### src/common_pkg.sv
// core-wide data types

package common_pkg;

    localparam int XLEN = 32;

    typedef logic [XLEN-1:0] word_t;
    typedef logic [XLEN-1:0] vaddr_t;

    // one data word, seen either as four byte lanes or as two half lanes.
    // lane 0 is always the least significant part of the word.
    typedef union packed {
        logic [3:0][7:0]  bytes;
        logic [1:0][15:0] halves;
    } lane_word_t;

endpackage

### src/mem_pkg.sv
// memory operation definitions

package mem_pkg;

    // decoded memory operation as handed to the load/store unit.
    typedef enum logic [3:0] {
        OP_NONE,
        LB,
        LBU,
        LH,
        LHU,
        LW,
        SB,
        SH,
        SW
    } decoded_op_t;

    // one bit per byte lane of the data word.
    typedef logic [3:0] strobe_t;

    localparam int MEM_WORDS     = 256;
    localparam int MEM_ADDR_BITS = 8; // word index width, log2 of MEM_WORDS.

endpackage

### src/mem_port_if.sv
// agu to data ram port

`timescale 1ns/10ps

interface mem_port_if;

    import common_pkg::*;
    import mem_pkg::*;

    logic [MEM_ADDR_BITS-1:0] word_index;
    strobe_t                  wstrb; // nonzero on a request means a write.
    word_t                    wdata;
    logic                     req;
    word_t                    rdata; // valid the cycle after req.

    modport agu_mp (
        output word_index,
        output wstrb,
        output wdata,
        output req,
        input  rdata
    );

    modport ram_mp (
        input  word_index,
        input  wstrb,
        input  wdata,
        input  req,
        output rdata
    );

endinterface

### src/store_align.sv
// store lane alignment

`timescale 1ns/10ps

module store_align (
    input  logic [1:0]           offset,
    input  mem_pkg::decoded_op_t op,
    input  common_pkg::word_t    store_data,
    output mem_pkg::strobe_t     wstrb,
    output common_pkg::word_t    wdata
);

    import common_pkg::*;
    import mem_pkg::*;

    logic [4:0] byte_shift;

    assign byte_shift = {offset, 3'b000}; // offset in bits.

    always_comb begin
        wstrb = '0;
        wdata = '0;
        case (op)
            SB: begin
                wstrb = strobe_t'(4'b0001 << offset);
                wdata = {{(XLEN-8){1'b0}}, store_data[7:0]} << byte_shift;
            end
            SH: begin
                // only offset bit 1 matters here, bit 0 set is a misaligned access.
                if (offset[1]) begin
                    wstrb = 4'b1100;
                    wdata = {store_data[15:0], 16'h0000};
                end else begin
                    wstrb = 4'b0011;
                    wdata = {16'h0000, store_data[15:0]};
                end
            end
            SW: begin
                wstrb = 4'b1111;
                wdata = store_data;
            end
            default: begin
                wstrb = '0; // loads and non-memory ops write nothing.
                wdata = '0;
            end
        endcase
    end

endmodule

### src/load_align.sv
// load lane extraction

`timescale 1ns/10ps

module load_align (
    input  logic [1:0]           offset,
    input  mem_pkg::decoded_op_t op,
    input  common_pkg::word_t    rdata,
    output common_pkg::word_t    load_data
);

    import common_pkg::*;
    import mem_pkg::*;

    lane_word_t  lanes;
    logic [7:0]  sel_byte;
    logic [15:0] sel_half;

    assign lanes    = lane_word_t'(rdata);
    assign sel_byte = lanes.bytes[offset];
    assign sel_half = lanes.halves[offset[1]]; // bit 0 is zero for an aligned half.

    always_comb begin
        case (op)
            LB: begin
                load_data = {{(XLEN-8){sel_byte[7]}}, sel_byte};
            end
            LBU: begin
                load_data = {{(XLEN-8){1'b0}}, sel_byte};
            end
            LH: begin
                load_data = {{(XLEN-16){sel_half[15]}}, sel_half};
            end
            LHU: begin
                load_data = {{(XLEN-16){1'b0}}, sel_half};
            end
            default: begin
                // LW takes the whole word.
                load_data = rdata;
            end
        endcase
    end

endmodule

### src/agu.sv
// address generation unit

`timescale 1ns/10ps

module agu (
    input  logic                 clk,
    input  logic                 rst,
    input  logic                 valid,
    input  mem_pkg::decoded_op_t op,
    input  common_pkg::word_t    src1,
    input  common_pkg::word_t    src2,
    input  common_pkg::word_t    store_data,
    mem_port_if.agu_mp           mem,
    output common_pkg::word_t    load_data,
    output logic                 load_valid,
    output logic                 misaligned
);

    import common_pkg::*;
    import mem_pkg::*;

    vaddr_t      addr;
    logic        is_load;
    logic        is_store;
    logic        is_half;
    logic        is_word;
    logic        bad_align;
    logic        access;
    logic        go;
    strobe_t     st_wstrb;
    word_t       st_wdata;
    decoded_op_t load_op_q;
    logic [1:0]  load_offset_q;

    assign addr = src1 + src2;

    always_comb begin
        is_load  = 1'b0;
        is_store = 1'b0;
        is_half  = 1'b0;
        is_word  = 1'b0;
        case (op)
            LB, LBU: begin
                is_load = 1'b1;
            end
            LH, LHU: begin
                is_load = 1'b1;
                is_half = 1'b1;
            end
            LW: begin
                is_load = 1'b1;
                is_word = 1'b1;
            end
            SB: begin
                is_store = 1'b1;
            end
            SH: begin
                is_store = 1'b1;
                is_half  = 1'b1;
            end
            SW: begin
                is_store = 1'b1;
                is_word  = 1'b1;
            end
            default: begin
                is_load = 1'b0;
            end
        endcase
    end

    assign bad_align = (is_half & addr[0]) | (is_word & (addr[1:0] != 2'b00));
    assign access    = valid & (is_load | is_store);
    assign go        = access & ~bad_align; // misaligned accesses never reach the ram.

    store_align store_align_i (
        .offset     (addr[1:0]),
        .op         (op),
        .store_data (store_data),
        .wstrb      (st_wstrb),
        .wdata      (st_wdata)
    );

    assign mem.req        = go;
    assign mem.word_index = addr[MEM_ADDR_BITS+1:2];
    assign mem.wstrb      = go ? st_wstrb : '0;
    assign mem.wdata      = st_wdata;

    always_ff @(posedge clk) begin
        if (rst) begin
            load_valid <= 1'b0;
            misaligned <= 1'b0;
        end else begin
            load_valid <= go & is_load;
            misaligned <= access & bad_align;
        end
    end

    // the lane selection must line up with the rdata that comes back next cycle.
    always_ff @(posedge clk) begin
        if (go & is_load) begin
            load_op_q     <= op;
            load_offset_q <= addr[1:0];
        end
    end

    load_align load_align_i (
        .offset    (load_offset_q),
        .op        (load_op_q),
        .rdata     (mem.rdata),
        .load_data (load_data)
    );

endmodule

### src/flat_wrapper.sv
// flat-port wrapper written by rule: the top's interface ports become plain ports
module agu_flat import common_pkg::*; import mem_pkg::*;
  (clk, rst, valid, op, src1, src2, store_data, load_data, load_valid, misaligned, mem_word_index, mem_wstrb, mem_wdata, mem_req, mem_rdata);
  mem_port_if mem_i ();
  input  logic clk;
  input  logic rst;
  input  logic valid;
  input  mem_pkg::decoded_op_t op;
  input  common_pkg::word_t src1;
  input  common_pkg::word_t src2;
  input  common_pkg::word_t store_data;
  output common_pkg::word_t load_data;
  output logic load_valid;
  output logic misaligned;
  output wire logic [$bits(mem_i.word_index)-1:0] mem_word_index;
  output wire logic [$bits(mem_i.wstrb)-1:0] mem_wstrb;
  output wire logic [$bits(mem_i.wdata)-1:0] mem_wdata;
  output wire logic [$bits(mem_i.req)-1:0] mem_req;
  input wire logic [$bits(mem_i.rdata)-1:0] mem_rdata;
  assign mem_word_index = mem_i.word_index;
  assign mem_wstrb = mem_i.wstrb;
  assign mem_wdata = mem_i.wdata;
  assign mem_req = mem_i.req;
  assign mem_i.rdata = mem_rdata;
  agu u_core (.clk(clk), .rst(rst), .valid(valid), .op(op), .src1(src1), .src2(src2), .store_data(store_data), .mem(mem_i), .load_data(load_data), .load_valid(load_valid), .misaligned(misaligned));
endmodule
### config.mk
export PLATFORM = sky130hd
export DESIGN_NAME = agu_flat
export DESIGN_NICKNAME = d
export VERILOG_FILES = /design/src/common_pkg.sv /design/src/mem_pkg.sv /design/src/mem_port_if.sv /design/src/store_align.sv /design/src/load_align.sv /design/src/agu.sv /design/src/flat_wrapper.sv
export SDC_FILE = /design/constraint.sdc
export NUM_CORES = 1
export LEC_CHECK = 0
export BUFFER_PORTS_ARGS = -buffer_cell sky130_fd_sc_hd__clkbuf_2
export CORE_AREA = 2 2 83 85
export DETAILED_ROUTE_END_ITERATION = 6
export DIE_AREA = 0 0 85 87
export PLACE_DENSITY = 0.76
export SYNTH_ARGS = -nofsm -noshare
export SYNTH_HDL_FRONTEND = slang
export SYNTH_SLANG_ARGS = --single-unit
### constraint.sdc
create_clock -name clk -period 8.4 [get_ports clk]
set_input_delay 1.68 -clock clk [delete_from_list [all_inputs] [get_ports clk]]
set_output_delay 1.68 -clock clk [all_outputs]
set_load 0.05 [all_outputs]
==> flow_metrics.py <==
metrics = {
    "floorplan": {
        "start_util": 0.296,
        "io-pin-count": 214,
        "rows": 30,
        "die_h_um": 87,
        "dieArea_um2": 7400,
        "core_um2": 6570,
        "fp.dieW_um": 85,
    },
    "grt": {
        "grt_pass1_wl_mm": 10.9,
        "overflow": 0,
        "grt_pass1_vias": 2386,
        "grt_max_degree": 25,
        "antenna_found_initial": 0,
        "grtUsageTotal": 0.178,
    },
    "timing": {
        "period_share": 0.699,
        "hold_viol": 0,
        "worst_pin_slew_ns": 1.09,
        "setup_viol": 0,
        "period_needed_ns": 5.87,
        "rsz0062_at_grt": "false",
        "tns_ns": 0,
        "final_max_slew_viol_count": 0,
        "fmax_mhz": 170,
        "max_slew_margin": 0.269,
    },
    "critical_path": {
        "cp_max_fo": 9,
        "critPathRequiredTime_ns": 6.72,
        "arrival_ns": 4.19,
        "start_kind": "input pin",
        "path_class": "in2out",
        "cp-end-kind": "output port",
    },
    "finish": {
        "fin_area_um2": 2800,
        "final_nets": 562,
        "syn_to_final_growth_pct": 44.2,
        "drive_gt1_frac": 0.450,
        "final_cells": 496,
        "antenna_cells": 0,
    },
    "outcome": {
        "outcome": "completed",
    },
    "route": {
        "drc": 0,
        "postRouteAntennaNets": 0,
        "viasPerCell": 5.39,
        "drtPass1Iterations": 5,
        "drt_first_iter_violations": 95,
        "vias": 2672,
        "wl_per_cell_um": 14.3,
        "wirelength_mm": 7.11,
    },
    "synthesis": {
        "synth_fp_nets": 410,
        "syn_area_um2": 1940,
        "synth.distinct_cells": 49,
        "yosysSeqAreaShare": 0.113,
        "synthArstFlopShare": 0,
        "synth-warning-count": 0,
        "synth_area_leaders": "edfxtp_1 9.3%, a21o_1 7.3%, a22o_1 5.9%, ha_1 5.8%, nor2_1 5.0%",
        "synth.largest_area_cell": "edfxtp_1",
        "ys.flop_type": "edfxtp_1",
        "avgSynthCellArea_um2": 7.34,
        "netlist_instances": 265,
        "synth_top_area_share": 0.0927,
        "synth_commonest_cells": "26 x nor2_1, 23 x nand2_1, 19 x a21o_1",
        "synth_edf_count": 6,
        "ys_ff_latch": 8,
        "yosysMostFrequentCell": "nor2_1",
    },
    "power_and_ir_drop": {
        "p_per_area_nw_per_um2": 117,
        "peakVddDrop_mv": 0.0771,
        "p_leak_uw": 0.00149,
        "p_total_uw": 329,
    },
    "clock_network": {
        "cts_buffer_depth": 2,
        "cts_tree": "built",
        "path_clk_slew_ns": 0.04,
        "cts_made_buffers": 3,
        "post_cts_buffers": 0,
        "cts_root_buf": "clkbuf_8",
        "cts_resized": 0,
        "h-tree-depth": 1,
        "cts_hold_buffers": 0,
        "numClockSinks": 8,
    },
    "min_path": {
        "hold_class": "in2reg",
    },
    "placement": {
        "portBuffers": 169,
        "gp_congestion": 0.916,
        "dp_cells": 492,
        "dp_hpwl_mm": 5.87,
        "dpl_cell_area_um2": 2760,
    },
    "job": {
        "maxCapViolCount": 0,
    },
}
[logic make-up (layout without fill, tap and decap cells)]
kind of cell               count (synthesis)  in the layout  synth area share
AOI/OAI and AO/OA                        104            104             0.412
and+or+nand+nor                           95             95             0.248
buffers and inverters                     35            186            0.0927
xor gates and xnor gates                  11             11            0.0496
adders and majority gates                 10             10            0.0682
DFF                                        8              8             0.113
muxes                                      2              2            0.0167
[final timing paths]
check / start / endpoint / slack, ns / cells after the start
max: src1[0] / mem_wdata[10] / 2.53 / 8
min: rst / u_core.misaligned / 1.66 / 2
[layout make-up]
class	instances	area, µm²
clock buffer	4	45.0
fill	655	3760
inverter	13	48.8
multi-input combinational	222	1540
sequential	8	220
tap	80	100
timing repair buffer	169	846
[layout by cell type, fill, tap and decap left out, drive strengths merged, types with 2 or more instances in the layout]
| cell type | count |
|---|---|
| a21oi | 16 |
| ha | 9 |
| a221o | 8 |
| nor2b | 9 |
| o221a | 6 |
| inv | 13 |
| nor3b | 3 |
| a211oi | 10 |
| a222oi | 5 |
| xnor2 | 9 |
| nand2 | 23 |
| xor2 | 2 |
| a22o | 13 |
| a21o | 19 |
| clkbuf | 173 |
| nor3 | 15 |
| nor2 | 26 |
| and2 | 2 |
| o2111ai | 2 |
| dfxtp | 2 |
| edfxtp | 6 |
| nand3 | 5 |
| a22oi | 4 |
| nand2b | 2 |
| or4 | 2 |
| nor4b | 2 |
| o21ai | 15 |
[sequential cells by signal, summed over array words and instances (netlist names)]
| signal | flops |
|---|---|
| u_core.misaligned | 1 |
| u_core.load_offset_q | 2 |
| u_core.load_valid | 1 |
| u_core.load_op_q | 4 |
[stage by stage]
stage                     worst slack (ns)  hold WS [ns]  utilization
final                                 2.53          1.66        0.427
after global routing                  2.31          1.65        0.427
after CTS                             2.52          1.64        0.427
after detailed placement              2.52          1.88        0.420
after global placement                2.59          1.87        0.420
after floorplan                       1.60          1.76            -
[power breakdown]
part	switching, µW	leakage, µW	internal (µW)	total [µW]
sequential	3.58	0.0000708	44.9	48.5
combinational	163	0.00140	69.6	233
clock	15.0	0.0000228	32.9	47.9
total	182	0.00149	147	329
[critical path, stage by stage]
cell	delay, ns
clkbuf_2	0.09
ha_1	0.16
inv_1	0.05
fa_1	0.65
inv_1	0.11
nor3_1	0.89
a22o_1	0.26
clkbuf_2	0.29
[layer usage]
layer | wire, µm | global-route usage
met3 | 627 | 0.0332
met4 | 95 | 0.0519
met1 | 2720 | 0.205
met5 | 0 | 0
met2 | 3670 | 0.331
No activity file was read; power rests on OpenSTA's default activity.
